===== src/hw/board_uplink_pkg.sv =====
`default_nettype none

package board_uplink_pkg;

    localparam int MAX_DIM = 11; // Largest board side
    localparam int DIM_W = 4;    // Width of a row or column count
    localparam int IDX_W = 12;   // Record index field

    // Record flags as seen by the host
    typedef enum logic [2:0] {
        START_BOARD = 3'b111,
        START_LINE  = 3'b110,
        AND         = 3'b101, // One cell
        END_LINE    = 3'b001,
        END_BOARD   = 3'b000
    } msg_flag_e;

    // One record, sent high byte first
    typedef struct packed {
        msg_flag_e        flag;
        logic [IDX_W-1:0] index;
        logic             value;
    } record_t;

    // Snapshot of a solved board, cell r,c is cells[r][c]
    typedef struct packed {
        logic [DIM_W-1:0]                rows;
        logic [DIM_W-1:0]                cols;
        logic [MAX_DIM-1:0][MAX_DIM-1:0] cells;
    } board_t;

    typedef enum logic [2:0] {
        IDLE,
        HEADER,
        LINE_OPEN,
        CELL,
        LINE_CLOSE,
        TRAILER
    } framer_state_e;

endpackage

`default_nettype wire

===== src/hw/board_uplink_top.sv =====
`timescale 1ns/1ps
`default_nettype none

module board_uplink_top #(
    parameter int CLKS_PER_BIT = 868
) (
    input  logic                                                          clk,
    input  logic                                                          rst,
    input  logic                                                          load,
    input  logic [board_uplink_pkg::MAX_DIM-1:0][board_uplink_pkg::MAX_DIM-1:0] solution,
    input  logic [board_uplink_pkg::DIM_W-1:0]                           rows,
    input  logic [board_uplink_pkg::DIM_W-1:0]                           cols,
    output logic                                                          tx,
    output logic                                                          done,
    output logic                                                          dim_error
);

    import board_uplink_pkg::*;

    board_t     board;
    logic       start;
    logic       busy;
    logic [7:0] byte_data;
    logic       byte_strobe;

    board_capture capture_i (
        .clk       (clk),
        .rst       (rst),
        .load      (load),
        .solution  (solution),
        .rows      (rows),
        .cols      (cols),
        .idle      (done),      // One board in flight at a time
        .board     (board),
        .start     (start),
        .dim_error (dim_error)
    );

    record_framer framer_i (
        .clk         (clk),
        .rst         (rst),
        .board       (board),
        .start       (start),
        .busy        (busy),
        .byte_data   (byte_data),
        .byte_strobe (byte_strobe),
        .done        (done)
    );

    uart_tx #(
        .CLKS_PER_BIT (CLKS_PER_BIT)
    ) uart_i (
        .clk         (clk),
        .rst         (rst),
        .byte_data   (byte_data),
        .byte_strobe (byte_strobe),
        .busy        (busy),
        .tx          (tx)
    );

endmodule

`default_nettype wire


===== src/hw/uart_tx.sv =====
`timescale 1ns/1ps
`default_nettype none

module uart_tx #(
    parameter int CLKS_PER_BIT = 868
) (
    input  logic       clk,
    input  logic       rst,
    input  logic [7:0] byte_data,
    input  logic       byte_strobe,
    output logic       busy,
    output logic       tx
);

    localparam int CNT_W = (CLKS_PER_BIT > 1) ? $clog2(CLKS_PER_BIT) : 1;

    logic [CNT_W-1:0] clk_cnt;  // Position inside one bit period
    logic [3:0]       bit_cnt;  // 0 is start bit, 9 is stop bit
    logic [8:0]       shreg;    // Data bits then stop bit
    logic             bit_end;

    assign bit_end = (clk_cnt == CNT_W'(CLKS_PER_BIT - 1));

    always_ff @(posedge clk) begin
        if (rst) begin
            busy    <= 1'b0;
            tx      <= 1'b1;
            clk_cnt <= '0;
            bit_cnt <= '0;
        end else if (!busy) begin
            if (byte_strobe) begin
                busy    <= 1'b1;
                tx      <= 1'b0; // Start bit
                clk_cnt <= '0;
                bit_cnt <= '0;
            end
        end else if (bit_end) begin
            clk_cnt <= '0;
            if (bit_cnt == 4'd9) begin
                busy <= 1'b0;
                tx   <= 1'b1;
            end else begin
                tx      <= shreg[0];
                bit_cnt <= bit_cnt + 1'b1;
            end
        end else begin
            clk_cnt <= clk_cnt + 1'b1;
        end
    end

    // LSB first, ones shift in behind the stop bit
    always_ff @(posedge clk) begin
        if (!busy && byte_strobe) begin
            shreg <= {1'b1, byte_data};
        end else if (busy && bit_end) begin
            shreg <= {1'b1, shreg[8:1]};
        end
    end

    busy_after_strobe: assert property (
        @(posedge clk) disable iff (rst)
        byte_strobe |=> busy
    ) else $error("busy did not follow byte strobe");

endmodule

`default_nettype wire


===== src/hw/record_framer.sv =====
`timescale 1ns/1ps
`default_nettype none

module record_framer (
    input  logic                     clk,
    input  logic                     rst,
    input  board_uplink_pkg::board_t board,
    input  logic                     start,
    input  logic                     busy,
    output logic [7:0]               byte_data,
    output logic                     byte_strobe,
    output logic                     done
);

    import board_uplink_pkg::*;

    framer_state_e    state;
    logic [DIM_W-1:0] row_cnt;
    logic [DIM_W-1:0] col_cnt;
    logic             half;    // Low byte of the current record is next
    logic             gap;     // Wait cycle after each strobe
    record_t          rec;
    logic             last_col;
    logic             last_row;
    logic             can_send;

    assign last_col = (col_cnt == board.cols - 1'b1);
    assign last_row = (row_cnt == board.rows - 1'b1);
    assign can_send = !gap && !busy;

    // Record for the current state
    always_comb begin
        rec.flag  = START_BOARD;
        rec.index = '0;
        rec.value = 1'b0;
        case (state)
            IDLE, HEADER: begin
                rec.flag  = START_BOARD;
                rec.index = IDX_W'({board.rows, board.cols});
            end
            LINE_OPEN: begin
                rec.flag  = START_LINE;
                rec.index = IDX_W'(row_cnt);
            end
            CELL: begin
                rec.flag  = AND;
                rec.index = IDX_W'(col_cnt);
                rec.value = board.cells[row_cnt][col_cnt];
            end
            LINE_CLOSE: begin
                rec.flag  = END_LINE;
                rec.index = IDX_W'(row_cnt);
            end
            TRAILER: begin
                rec.flag  = END_BOARD;
            end
            default: begin
                rec.flag  = END_BOARD;
            end
        endcase
    end

    always_ff @(posedge clk) begin
        if (rst) begin
            state       <= IDLE;
            row_cnt     <= '0;
            col_cnt     <= '0;
            half        <= 1'b0;
            gap         <= 1'b0;
            byte_strobe <= 1'b0;
            done        <= 1'b1;
        end else begin
            byte_strobe <= 1'b0;
            gap         <= 1'b0;

            if (state == IDLE) begin
                if (start) begin
                    // Header high byte goes out right away
                    byte_strobe <= 1'b1;
                    gap         <= 1'b1;
                    half        <= 1'b1;
                    row_cnt     <= '0;
                    col_cnt     <= '0;
                    done        <= 1'b0;
                    state       <= HEADER;
                end else if (!done && can_send) begin
                    done <= 1'b1; // Last stop bit has left the line
                end
            end else if (can_send) begin
                byte_strobe <= 1'b1;
                gap         <= 1'b1;
                half        <= !half;

                if (half) begin
                    // Low byte leaves now, step to the next record
                    case (state)
                        HEADER: begin
                            state <= LINE_OPEN;
                        end
                        LINE_OPEN: begin
                            col_cnt <= '0;
                            state   <= CELL;
                        end
                        CELL: begin
                            if (last_col) begin
                                state <= LINE_CLOSE;
                            end else begin
                                col_cnt <= col_cnt + 1'b1;
                            end
                        end
                        LINE_CLOSE: begin
                            if (last_row) begin
                                state <= TRAILER;
                            end else begin
                                row_cnt <= row_cnt + 1'b1;
                                state   <= LINE_OPEN;
                            end
                        end
                        TRAILER: begin
                            state <= IDLE; // done waits for busy to drop
                        end
                        default: begin
                            state <= IDLE;
                        end
                    endcase
                end
            end
        end
    end

    // Byte lane follows the half flag at strobe time
    always_ff @(posedge clk) begin
        if (state == IDLE) begin
            byte_data <= rec[15:8];
        end else if (can_send) begin
            byte_data <= half ? rec[7:0] : rec[15:8];
        end
    end

    // The transmitter drops any byte offered during a frame
    no_strobe_when_busy: assert property (
        @(posedge clk) disable iff (rst)
        byte_strobe |-> !busy
    ) else $error("byte strobe while transmitter busy");

endmodule

`default_nettype wire


===== src/hw/board_capture.sv =====
`timescale 1ns/1ps
`default_nettype none

module board_capture (
    input  logic                                                          clk,
    input  logic                                                          rst,
    input  logic                                                          load,
    input  logic [board_uplink_pkg::MAX_DIM-1:0][board_uplink_pkg::MAX_DIM-1:0] solution,
    input  logic [board_uplink_pkg::DIM_W-1:0]                           rows,
    input  logic [board_uplink_pkg::DIM_W-1:0]                           cols,
    input  logic                                                          idle,
    output board_uplink_pkg::board_t                                      board,
    output logic                                                          start,
    output logic                                                          dim_error
);

    import board_uplink_pkg::*;

    logic rows_ok;
    logic cols_ok;
    logic dims_ok;
    logic accept;

    // Both sides must be within 1..MAX_DIM
    assign rows_ok = (rows != '0) && (rows <= DIM_W'(MAX_DIM));
    assign cols_ok = (cols != '0) && (cols <= DIM_W'(MAX_DIM));
    assign dims_ok = rows_ok && cols_ok;

    // Loads during a transfer are dropped without any report
    assign accept = load && idle && dims_ok;

    always_ff @(posedge clk) begin
        if (rst) begin
            start     <= 1'b0;
            dim_error <= 1'b0;
        end else begin
            start     <= accept;
            dim_error <= load && idle && !dims_ok;
        end
    end

    // Snapshot, so the solver is free to move on
    always_ff @(posedge clk) begin
        if (accept) begin
            board.rows  <= rows;
            board.cols  <= cols;
            board.cells <= solution;
        end
    end

    // The framer must still report done when the start pulse reaches it
    start_only_when_idle: assert property (
        @(posedge clk) disable iff (rst)
        start |-> idle
    ) else $error("start issued while framer busy");

endmodule

`default_nettype wire


===== config.mk =====
export PLATFORM = sky130hd
export DESIGN_NAME = board_uplink_top
export DESIGN_NICKNAME = d
export VERILOG_FILES = /design/src/hw/board_uplink_pkg.sv /design/src/hw/board_uplink_top.sv /design/src/hw/uart_tx.sv /design/src/hw/record_framer.sv /design/src/hw/board_capture.sv
export SDC_FILE = /design/constraint.sdc
export NUM_CORES = 1
export LEC_CHECK = 0
export ABC_AREA = 1
export BUFFER_PORTS_ARGS = -buffer_cell sky130_fd_sc_hd__buf_2
export CAP_MARGIN = 20
export CORE_MARGIN = 2
export CORE_UTILIZATION = 55
export CTS_CLUSTER_DIAMETER = 120
export DETAILED_ROUTE_END_ITERATION = 10
export PLACE_DENSITY = 0.78
export SETUP_SLACK_MARGIN = 0.4
export SYNTH_ARGS = -nofsm -noshare
export SYNTH_HDL_FRONTEND = slang
export SYNTH_SLANG_ARGS = --single-unit
export TNS_END_PERCENT = 50

===== constraint.sdc =====
create_clock -name clk -period 17.31 [get_ports clk]
set_input_delay 3.462 -clock clk [delete_from_list [all_inputs] [get_ports clk]]
set_output_delay 3.462 -clock clk [all_outputs]
set_load 0.05 [all_outputs]

==> results of run 1 <==
[cells by family (layout without fill, tap and decap cells)]
family	count (synthesis)	after routing	synth area share, %
and+or+nand+nor	379	379	21.3
adders and majority gates	7	7	1.12
DFF	177	177	63.8
other	0	1	0
AOI/OAI and AO/OA	79	79	5.94
buffers and inverters	127	274	6.89
xor gates and xnor gates	9	9	1.01
[synth_stat cells, types with 2 or more instances]
cell      instances  area [sq um]
xnor2_1           3          26.3
nand3_1          60           300
o22ai_1           4          25.0
a21oi_1          22           110
inv_1            97           364
edfxtp_1        145          4350
buf_4             3          22.5
nand4_1          18           113
nor2_1           67           251
xor2_1            6          52.6
inv_2             8          30.0
or2_2             6          37.5
nor2_2            3          18.8
o21ai_0          29           145
a31oi_1           3          18.8
nor3b_1           5          37.5
o211ai_1          3          22.5
ha_1              7          87.6
o21ai_1           2          10.0
buf_2            11          55.1
nand2_1         193           724
dfxtp_1          32           641
nor4_1            3          18.8
nand2_2           4          25.0
buf_6             5          56.3
a221oi_1          3          26.3
or2_0             6          37.5
clkbuf_1          3          11.3
a211oi_1          5          37.5
nor3_1            9          45.0
[per-stage QoR]
stage | hold slack (ps) | std cells | worst slack (ps) | util, %
after floorplan | 445 | 778 | 3870 | -
after global placement | 454 | 1073 | 11220 | 62.0
after detailed placement | 462 | 1073 | 11190 | 62.0
after CTS | 472 | 1105 | 11630 | 66.3
after global routing | 489 | 1105 | 11510 | 66.3
final | 468 | 1106 | 11610 | 66.3
[registers in the layout, summed over array words and instances, names as in the netlist, 3 cells and up]
name                cells
uart_i.shreg            8
framer_i.col_cnt        4
framer_i.state          3
framer_i.row_cnt        4
uart_i.bit_cnt          4
capture_i.board       129
uart_i.clk_cnt         10
framer_i.byte_data      8
[final timing paths]
path,startpoint,to,cells past startpoint
max,cols[3],capture_i.board[108],7
min,uart_i.clk_cnt[9],uart_i.clk_cnt[9],2
max reg2reg,framer_i.row_cnt[1],framer_i.byte_data[0],14
min reg2reg,uart_i.clk_cnt[9],uart_i.clk_cnt[9],2
[power by group through the flow]
stage | Combinational, mW | Sequential [mW] | Clock [mW]
global placement | 0.283 | 0.561 | 0
global route | 0.331 | 0.560 | 0.399
floorplan | 0.219 | 0.561 | 0
CTS | 0.291 | 0.554 | 0.380
detailed placement | 0.288 | 0.562 | 0
finish | 0.289 | 0.554 | 0.376
[critical path: stages]
cell and delay, ps:
buf_2 110, nand2_1 70, nand2_1 50, or3_1 470, nor3_2 140, buf_4 480
buf_4 880
[placed cells by master (no fill, tap or decap), drive strengths merged]
cell type  count
dfxtp         32
diode          1
bufinv         1
clkinv         6
nand4         18
or3            1
o22ai          4
xor2           6
nor2          72
o211a          1
o21bai         1
a211oi         5
o21ai         32
clkbuf        17
nor3           9
a41oi          1
edfxtp       145
a2bb2oi        1
nor3b          5
nor4           3
xnor2          3
o211ai         3
a21oi         23
or2           12
nand3         60
inv          111
a31oi          3
nand2        198
a2111oi        1
ha             7
o311ai         1
nand3b         1
clkinvlp       2
a221oi         3
buf          137
[cell type report]
class | instances | area, sq um
fill | 1076 | 4670
sequential | 177 | 5000
antenna | 1 | 2.50
multi-input combinational | 474 | 2300
clock buffer | 17 | 425
inverter | 105 | 394
tap | 180 | 225
timing repair buffer | 137 | 693
clock inverter | 15 | 168
[layer usage]
metal | vias up | part of all wire, % | global-route usage (%)
met5 | - | 0 | 0
met4 | 0 | 2.1 | 10.3
met3 | 27 | 6.0 | 6.04
met2 | 202 | 50 | 39.0
met1 | 2645 | 42 | 29.0
li1 | 2889 | - | -
==> impl_metrics.sql, run 1 <==
INSERT INTO impl_metrics (metric_group, metric, value, unit) VALUES
('outcome', 'outcome', 'completed', ''),
('yosys', 'synth_area', '7830', 'sq um'),
('finish', 'finalNetCount', '1051', ''),
('detailed_routing', 'vias_after_detailed_routing', '5763', ''),
('cts', 'cts_tree', 'done', ''),
('worst_setup_path', 'crit_path_end_kind', 'register', ''),
('detailed_routing', 'finalWirelength', '16.6', 'mm'),
('yosys', 'synthesis.nets', '917', ''),
('worst_setup_path', 'worst-setup-path-type', 'primary input to register', ''),
('global_route', 'grt_start_max_net_pins', '88', ''),
('power_and_ir_drop', 'switchingPower', '0.400', 'mW'),
('detailed_routing', 'avgRoutedWirePerCell', '15.0', 'microns'),
('cts', 'post-cts-setup-buffers', '0', ''),
('power_and_ir_drop', 'sequentialPowerShare', '45.5', '%'),
('timing', 'fmax', '176', 'MHz'),
('worst_setup_path', 'reg2reg_slack', '14280', 'ps'),
('power_and_ir_drop', 'power.total', '1.22', 'mW'),
('cts', 'cts.sink_count', '177', ''),
('global_route', 'first_pass_grt_wire_length', '26.5', 'mm'),
('global_route', 'globalRoute.totalOverflow', '0', ''),
('power_and_ir_drop', 'p_int', '0.818', 'mW'),
('cts', 'clk-insertion-delay-late', '430', 'ps'),
('detailed_routing', 'detailedRoute.firstIterationViolations', '407', ''),
('cts', 'htreeDepth', '4', ''),
('cts', 'cts_resized', '0', ''),
('timing', 'post-route-period-util', '32.9', '%'),
('yosys', 'synth_enable_flop_cells', '145', ''),
('worst_setup_path', 'worst_path_fanout_max', '87', ''),
('power_and_ir_drop', 'ir_drop', '0.102', 'mV'),
('place', 'dp.final_hpwl', '11.3', 'mm'),
('timing', 'setup_viol', '0', ''),
('power_and_ir_drop', 'p_leak', '3.81', 'nW'),
('timing', 'worst_slew_margin_rel', '30.1', '%'),
('die', 'floorplan.initialDensity', '56.4', '%'),
('detailed_routing', 'drt_pre_antenna_iters', '5', ''),
('yosys', 'yosysUniqueCellTypes', '43', ''),
('detailed_routing', 'route.detailed.vias_per_inst', '5.21', ''),
('yosys', 'synthArstFlopShare', '0', '%'),
('cts', 'number_of_buffers_inserted_for_hold_repair_after_clock_tree_synthesis', '0', ''),
('worst_setup_path', 'worstSetupStartpointType', 'primary input', ''),
('cts', 'tritoncts.num_buffers', '17', ''),
('cts', 'cts_root_buffer', 'clkbuf_16', ''),
('power_and_ir_drop', 'switching_share', '32.9', '%'),
('detailed_routing', 'drc', '0', ''),
('timing', 'setup-tns-final', '0', 'ps'),
('yosys', 'synthCells', '778', ''),
('timing', 'tightest_slew', '1050', 'ps'),
('die', 'pin_count', '135', ''),
('timing', 'setup_repair_after_global_routing_missed_its_margin', 'no', ''),
('timing', 'final.min_clock_period', '5700', 'ps'),
('timing', 'final_hold_viol_count', '0', ''),
('yosys', 'synth-warning-count', '0', ''),
('yosys', 'postSynthAreaPerCell', '10.1', 'sq um'),
('die', 'die-area', '15200', 'sq um'),
('die', 'die_width', '123', 'microns'),
('yosys', 'synth.yosys.seq_area_share', '63.8', '%'),
('die', 'floorplan.core_area', '13900', 'sq um'),
('timing', 'clock_skew', '8.27', 'ps'),
('die', 'rows', '43', ''),
('timing', 'final_number_of_max_transition_violations', '0', ''),
('yosys', 'post_synth_top_flop', 'edfxtp_1', ''),
('place', 'globalplace.congestion', '0.877', ''),
('finish', 'layout_cells_sized_above_1', '21.2', '%'),
('place', 'numPortBuffers', '134', ''),
('cts', 'clkTransAtPathRegs', '70', 'ps'),
('finish', 'design_area', '9210', 'sq um'),
('global_route', 'grt_antenna_before_repair', '1', ''),
('detailed_routing', 'drtAntennaViolNets', '0', ''),
('finish', 'area_growth', '17.6', '%'),
('yosys', 'synth.ff_latch_count', '177', ''),
('place', 'placed_cell_areas', '8610', 'sq um'),
('power_and_ir_drop', 'powerDensity', '132', 'nW/um^2'),
('global_route', 'first_global_vias', '5585', ''),
('worst_setup_path', 'crit_arrival', '5740', 'ps'),
('power_and_ir_drop', 'combPwrFrac', '23.7', '%'),
('worst_setup_path', 'worst_ep_required_time', '17360', 'ps'),
('power_and_ir_drop', 'clockPowerShare', '30.8', '%'),
('die', 'floorplan.die.height', '123', 'microns'),
('cts', 'longest_clk_path_bufs', '2', ''),
('global_route', 'globalRouteTotalUtil', '23.5', '%'),
('run', 'cap_violations', '0', ''),
('hold_path', 'min_path_type', 'register to register', '');
Note: power is estimated with default switching activity, not from simulation.
==> run 2: changes to the inputs <==
--- a/config.mk
+++ b/config.mk
@@ -9,10 +9,10 @@
 export BUFFER_PORTS_ARGS = -buffer_cell sky130_fd_sc_hd__buf_2
 export CAP_MARGIN = 20
 export CORE_MARGIN = 2
-export CORE_UTILIZATION = 55
+export CORE_UTILIZATION = 51
 export CTS_CLUSTER_DIAMETER = 120
 export DETAILED_ROUTE_END_ITERATION = 10
-export PLACE_DENSITY = 0.78
+export PLACE_DENSITY = 0.76
 export SETUP_SLACK_MARGIN = 0.4
 export SYNTH_ARGS = -nofsm -noshare
 export SYNTH_HDL_FRONTEND = slang
==> constraint.sdc (replaced) <==
create_clock -name clk -period 4.8 [get_ports clk]
set_input_delay 0.96 -clock clk [delete_from_list [all_inputs] [get_ports clk]]
set_output_delay 0.96 -clock clk [all_outputs]
set_load 0.05 [all_outputs]
==> run 2 against run 1 <==
Against the previous run: clock power rose to 3.6 times the previous value; critical endpoint is now framer_i.byte_data[0]; highest routed layer unchanged; utilization is 5.2 points lower; critical path type is now register to register; largest cell class unchanged; power rose to 3.6 times the previous value.
==> impl_metrics.sql, run 2 (same netlist as run 1, synthesis figures left out) <==
INSERT INTO impl_metrics (metric_group, metric, value, unit) VALUES
('detailed_routing', 'finalWirelength', '17.4', 'mm'),
('finish', 'diodes', '0', ''),
('detailed_routing', 'avgRoutedWirePerCell', '15.6', 'microns'),
('cts', 'tritoncts.num_buffers', '17', ''),
('worst_setup_path', 'crit_arrival', '3020', 'ps'),
('global_route', 'globalRouteMet1Util', '28.7', '%'),
('detailed_routing', 'drc', '0', ''),
('timing', 'post-route-period-util', '59.1', '%'),
('finish', 'final.fill_count', '1262', ''),
('run', 'cap_violations', '0', ''),
('die', 'floorplan.die.height', '128', 'microns'),
('finish', 'layout_common_cells', 'nand2_1 (191), edfxtp_1 (145), buf_2 (134), inv_1 (97), nor2_1 (67)', ''),
('finish', 'utilization', '61.1', '%'),
('global_route', 'globalRoute.totalOverflow', '0', ''),
('finish', 'finalNetCount', '1050', ''),
('cts', 'cts.sink_count', '177', ''),
('detailed_routing', 'detailedRoute.firstIterationViolations', '464', ''),
('cts', 'post-cts-setup-buffers', '0', ''),
('die', 'floorplan.core_area', '15100', 'sq um'),
('die', 'floorplan.initialDensity', '51.9', '%'),
('die', 'pin_count', '135', ''),
('place', 'placed_instances', '1080', ''),
('worst_setup_path', 'worst_ep_required_time', '4980', 'ps'),
('global_route', 'globalRouteTotalUtil', '22.3', '%'),
('finish', 'registers.top_by_ff_count', 'capture_i.board', ''),
('finish', 'mostFrequentLayoutCell', 'nand2_1', ''),
('global_route', 'globalRouteMet3Util', '5.22', '%'),
('power_and_ir_drop', 'power.total', '4.39', 'mW'),
('timing', 'setup_repair_after_global_routing_missed_its_margin', 'no', ''),
('detailed_routing', 'vias_after_detailed_routing', '5839', ''),
('finish', 'final-instance-count-excl-fill', '1112', ''),
('place', 'dp.final_hpwl', '11.5', 'mm'),
('worst_setup_path', 'worstSetupStartpointType', 'register', ''),
('cts', 'htreeDepth', '4', ''),
('die', 'die-area', '16400', 'sq um'),
('global_route', 'first_global_vias', '5751', ''),
('global_route', 'grt_start_max_net_pins', '124', ''),
('global_route', 'first_pass_grt_wire_length', '27.7', 'mm'),
('timing', 'setup_viol', '0', ''),
('finish', 'top_regs', 'capture_i.board: 129 flops, uart_i.clk_cnt: 10 flops', ''),
('global_route', 'grt_antenna_before_repair', '0', ''),
('timing', 'clock_skew', '11.0', 'ps'),
('global_route', 'grtUsageMet2', '36.7', '%'),
('timing', 'final_hold_viol_count', '0', ''),
('timing', 'tightest_slew', '964', 'ps'),
('cts', 'longest_clk_path_bufs', '2', ''),
('cts', 'cts_root_buffer', 'clkbuf_16', ''),
('global_route', 'grt.busiest_layer', 'met2', ''),
('power_and_ir_drop', 'powerDensity', '476', 'nW/um^2'),
('hold_path', 'min_path_type', 'register to register', ''),
('cts', 'cts_resized', '0', ''),
('place', 'globalplace.congestion', '0.854', ''),
('finish', 'layout_cells_sized_above_1', '21.5', '%'),
('worst_setup_path', 'worst-setup-path-type', 'register to register', ''),
('place', 'numPortBuffers', '134', ''),
('cts', 'cts_tree', 'done', ''),
('cts', 'clk-insertion-delay-late', '430', 'ps'),
('timing', 'final.min_clock_period', '2840', 'ps'),
('detailed_routing', 'route.detailed.vias_per_inst', '5.25', ''),
('timing', 'fmax', '352', 'MHz'),
('detailed_routing', 'drtAntennaViolNets', '0', ''),
('power_and_ir_drop', 'ir_drop', '0.393', 'mV'),
('cts', 'number_of_buffers_inserted_for_hold_repair_after_clock_tree_synthesis', '0', ''),
('die', 'die_width', '128', 'microns'),
('power_and_ir_drop', 'p_leak', '3.80', 'nW'),
('outcome', 'outcome', 'completed', ''),
('timing', 'setup-tns-final', '0', 'ps'),
('worst_setup_path', 'crit_path_end_kind', 'register', ''),
('detailed_routing', 'drt_pre_antenna_iters', '5', ''),
('die', 'rows', '45', ''),
('finish', 'largest_reg_flops', '129', ''),
('worst_setup_path', 'worst_path_fanout_max', '45', ''),
('cts', 'clkTransAtPathRegs', '70', 'ps'),
('timing', 'final_number_of_max_transition_violations', '0', ''),
('timing', 'worst_slew_margin_rel', '35.7', '%'),
('finish', 'area_growth', '17.8', '%');
run 2: final timing paths:
path | startpoint | end | slack, ps | cells past startpoint
max | framer_i.row_cnt[0] | framer_i.byte_data[0] | 1960 | 12
min | uart_i.clk_cnt[9] | uart_i.clk_cnt[9] | 470 | 2
max reg2reg | framer_i.row_cnt[0] | framer_i.byte_data[0] | 1960 | 12
min reg2reg | uart_i.clk_cnt[9] | uart_i.clk_cnt[9] | 470 | 2
run 2: per-layer routing:
layer / part of all wire (%) / wire length, microns / vias up
met5: 0 / 0 / -
met4: 2.1 / 362 / 0
met3: 6.5 / 1130 / 35
met2: 50 / 8620 / 190
met1: 42 / 7260 / 2728
li1: - / - / 2886
run 2: worst max-delay path, stage by stage, from the launching register on:
cell	delay (ps)
dfxtp_2	960
inv_2	550
or2_0	340
nand2_1	70
nand4_1	70
nand3_1	120
nand3_1	100
nand2_1	80
nand3_1	60
nand2_1	80
nand2_1	50
nand2_1	50
nand2_1	50
run 2: layout make-up:
| cell class | count | area (sq um) | area share [%] |
|---|---|---|---|
| clock buffers | 17 | 425 | 4.61 |
| clock inverters | 15 | 144 | 1.56 |
| inverters | 105 | 394 | 4.27 |
| multi-input cells | 474 | 2330 | 25.3 |
| flip-flops and latches | 177 | 5000 | 54.2 |
| well taps | 188 | 235 | 2.55 |
| repair buffers | 136 | 698 | 7.57 |
run 2: power by group:
part           internal (mW)  switching [mW]
registers               1.89           0.132
logic                  0.328           0.691
clock network          0.729           0.621
run 2: through the flow:
step	setup slack (ps)	hold slack (ps)	area (sq um)
2_1_floorplan	-133	445	7860
3_3_place_gp	1890	455	8650
3_5_place_dp	1830	458	8650
4_1_cts	1970	468	9220
5_1_grt	1640	496	9220
6_report	1960	472	9220
==> run 3: changes to the inputs <==
--- a/config.mk
+++ b/config.mk
@@ -9,10 +9,10 @@
 export BUFFER_PORTS_ARGS = -buffer_cell sky130_fd_sc_hd__buf_2
 export CAP_MARGIN = 20
 export CORE_MARGIN = 2
-export CORE_UTILIZATION = 51
+export CORE_UTILIZATION = 55
 export CTS_CLUSTER_DIAMETER = 120
 export DETAILED_ROUTE_END_ITERATION = 10
-export PLACE_DENSITY = 0.76
+export PLACE_DENSITY = 0.78
 export SETUP_SLACK_MARGIN = 0.4
 export SYNTH_ARGS = -nofsm -noshare
 export SYNTH_HDL_FRONTEND = slang
==> constraint.sdc (replaced) <==
create_clock -name clk -period 2.9 [get_ports clk]
set_input_delay 0.58 -clock clk [delete_from_list [all_inputs] [get_ports clk]]
set_output_delay 0.58 -clock clk [all_outputs]
set_load 0.05 [all_outputs]
==> run 3 against run 2 <==
Against the previous run: cell count is 0.36% higher; via count is 0.55% higher; wire length is 1.4% lower; combinational power is 82% higher; largest power group unchanged; highest routed layer unchanged.
==> impl_metrics.sql, run 3 (same netlist as run 1, synthesis figures left out) <==
INSERT INTO impl_metrics (metric_group, metric, value, unit) VALUES
('finish', 'final-instance-count-excl-fill', '1116', ''),
('place', 'placed_instances', '1085', ''),
('place', 'post_place_setup_slack', '518', 'ps'),
('finish', 'area_growth', '19.6', '%'),
('timing', 'tightest_slew', '679', 'ps'),
('timing', 'final_hold_viol_count', '0', ''),
('worst_setup_path', 'crit_slowest_cell', 'dfxtp_2', ''),
('worst_setup_path', 'worst_path_fanout_max', '44', ''),
('power_and_ir_drop', 'powerDensity', '790', 'nW/um^2'),
('worst_setup_path', 'worstSetupStartpointType', 'register', ''),
('global_route', 'globalRouteTotalUtil', '24.3', '%'),
('detailed_routing', 'detailedRoute.firstIterationViolations', '558', ''),
('hold_path', 'min_path_type', 'primary input to register', ''),
('hold_path', 'hold_depth', '1', ''),
('detailed_routing', 'finalWirelength', '17.1', 'mm'),
('timing', 'fmax', '460', 'MHz'),
('finish', 'layout_common_cells', 'nand2_1 (191), edfxtp_1 (145), buf_2 (134), inv_1 (97), nor2_1 (67)', ''),
('cts', 'number_of_buffers_inserted_for_hold_repair_after_clock_tree_synthesis', '0', ''),
('worst_setup_path', 'critical_path_depth', '15', ''),
('detailed_routing', 'route.detailed.vias_per_inst', '5.26', ''),
('outcome', 'outcome', 'completed', ''),
('die', 'pin_count', '135', ''),
('die', 'floorplan.initialDensity', '56.4', '%'),
('timing', 'setup_viol', '0', ''),
('timing', 'clock_skew', '10.2', 'ps'),
('global_route', 'first_global_vias', '5713', ''),
('die', 'die-area', '15200', 'sq um'),
('worst_setup_path', 'reg2reg_slack', '730', 'ps'),
('finish', 'largest_reg_flops', '129', ''),
('die', 'die_width', '123', 'microns'),
('worst_setup_path', 'critical-path-max-stage-delay', '340', 'ps'),
('global_route', 'grt_start_max_net_pins', '45', ''),
('power_and_ir_drop', 'power.total', '7.40', 'mW'),
('global_route', 'grt_antenna_before_repair', '0', ''),
('finish', 'finalNetCount', '1063', ''),
('run', 'cap_violations', '0', ''),
('finish', 'top_regs', 'capture_i.board: 129 flops, uart_i.clk_cnt: 10 flops', ''),
('worst_setup_path', 'rr_startpoint', 'framer_i.row_cnt[0]', ''),
('timing', 'worst_slew_margin_rel', '54.6', '%'),
('worst_setup_path', 'crit_path_end_kind', 'register', ''),
('timing', 'finalWorstSetupSlack', '727', 'ps'),
('worst_setup_path', 'path_common_cell', 'nand2_1', ''),
('worst_setup_path', 'path_buf_inv', '2', ''),
('worst_setup_path', 'worst_r2r_path_depth', '15', ''),
('worst_setup_path', 'worst_ep_required_time', '3200', 'ps'),
('worst_setup_path', 'worstReg2RegEnd', 'framer_i.byte_data[0]', ''),
('cts', 'clkTransAtPathRegs', '70', 'ps'),
('detailed_routing', 'drc', '0', ''),
('worst_setup_path', 'path_delay_family', 'simple AND/OR/NAND/NOR gates', ''),
('power_and_ir_drop', 'ir_drop', '0.621', 'mV'),
('worst_setup_path', 'worst-setup-path-type', 'register to register', ''),
('die', 'floorplan.die.height', '123', 'microns'),
('place', 'numPortBuffers', '134', ''),
('cts', 'longest_clk_path_bufs', '2', ''),
('detailed_routing', 'avgRoutedWirePerCell', '15.3', 'microns'),
('timing', 'post-route-period-util', '74.9', '%'),
('cts', 'htreeDepth', '4', ''),
('die', 'floorplan.core_area', '13900', 'sq um'),
('global_route', 'globalRoute.totalOverflow', '0', ''),
('timing', 'final.min_clock_period', '2170', 'ps'),
('cts', 'cts.sink_count', '177', ''),
('cts', 'cts_tree', 'done', ''),
('detailed_routing', 'drtAntennaViolNets', '0', ''),
('finish', 'diodes', '0', ''),
('finish', 'registers.top_by_ff_count', 'capture_i.board', ''),
('timing', 'setup_repair_after_global_routing_missed_its_margin', 'no', ''),
('place', 'dp.final_hpwl', '11.8', 'mm'),
('detailed_routing', 'vias_after_detailed_routing', '5871', ''),
('cts', 'tritoncts.num_buffers', '17', ''),
('worst_setup_path', 'crit_arrival', '2470', 'ps'),
('global_route', 'first_pass_grt_wire_length', '27.6', 'mm'),
('worst_setup_path', 'crit_chain', 'buf_6 -> nand2_1 -> inv_2 -> nand2_1 -> nand4_1 -> nand3_1 -> nand2_1 -> nand2_1 -> nand2_1 -> nand2_1 -> nand2_1 -> nand2_1 -> nand2_1 -> nand2_1 -> nand2_1', ''),
('cts', 'cts_root_buffer', 'clkbuf_16', ''),
('die', 'rows', '43', ''),
('detailed_routing', 'drt_pre_antenna_iters', '5', ''),
('worst_setup_path', 'crit_path_capture', 'framer_i.byte_data[0]', ''),
('timing', 'final_number_of_max_transition_violations', '0', ''),
('worst_setup_path', 'worst_setup_path_startpoint', 'framer_i.row_cnt[0]', ''),
('place', 'globalplace.congestion', '0.859', ''),
('finish', 'mostFrequentLayoutCell', 'nand2_1', ''),
('finish', 'layout_cells_sized_above_1', '22.4', '%'),
('cts', 'clk-insertion-delay-late', '430', 'ps'),
('power_and_ir_drop', 'p_leak', '3.89', 'nW');
run 3: changes by cell type in the layout (fill, tap and decap cells not counted), sizes merged:
cell | previous run | this run
buf | 136 | 149
clkinvlp | 3 | 1
inv | 113 | 111
bufinv | 1 | 2
clkbuf | 17 | 18
clkinv | 3 | 4
run 3: what timing repair did:
item / in CTS / in global routing
endpoints found under the setup margin: 0 / 1
gates resized for setup: 0 / 1
endpoints found under the hold margin: 0 / 0
buffers inserted: 0 / 0
run 3: power by group:
part / internal (mW) / switching, mW
clock network: 1.28 / 0.997
logic: 0.593 / 1.26
registers: 3.12 / 0.138
total: 5.00 / 2.40
run 3: how the worst min path moves through the flow:
| stage | slack (ps) | startpoint | endpoint |
|---|---|---|---|
| floorplan | 450 | uart_i.clk_cnt[9] | uart_i.clk_cnt[9] |
| global placement | 450 | uart_i.clk_cnt[9] | uart_i.clk_cnt[9] |
| detailed placement | 470 | uart_i.clk_cnt[9] | uart_i.clk_cnt[9] |
| CTS | 300 | solution[72] | capture_i.board[72] |
| global route | 300 | solution[95] | capture_i.board[95] |
| finish | 320 | solution[15] | capture_i.board[15] |
run 3: stage by stage:
stage	setup TNS, ps	util, %	area, sq um	hold WS, ps
floorplan	-213220	-	7860	445
global route	0	67.5	9360	302
CTS	0	67.4	9360	304
global placement	0	63.2	8780	453
finish	0	67.5	9360	318
detailed placement	0	63.2	8780	468
run 3: area by class of cell:
class / instances / area, sq um
sequential: 177 / 5000
fill: 1064 / 4520
multi-input combinational: 474 / 2330
timing repair buffer: 149 / 837
clock buffer: 18 / 429
inverter: 105 / 394
tap: 180 / 225
clock inverter: 13 / 151
run 3: per-layer routing:
metal  track usage [%]  part of all wire [%]
met5                 0                     0
met3              6.96                   7.2
met1              29.9                    41
met2              40.8                    50
met4              9.23                   2.3
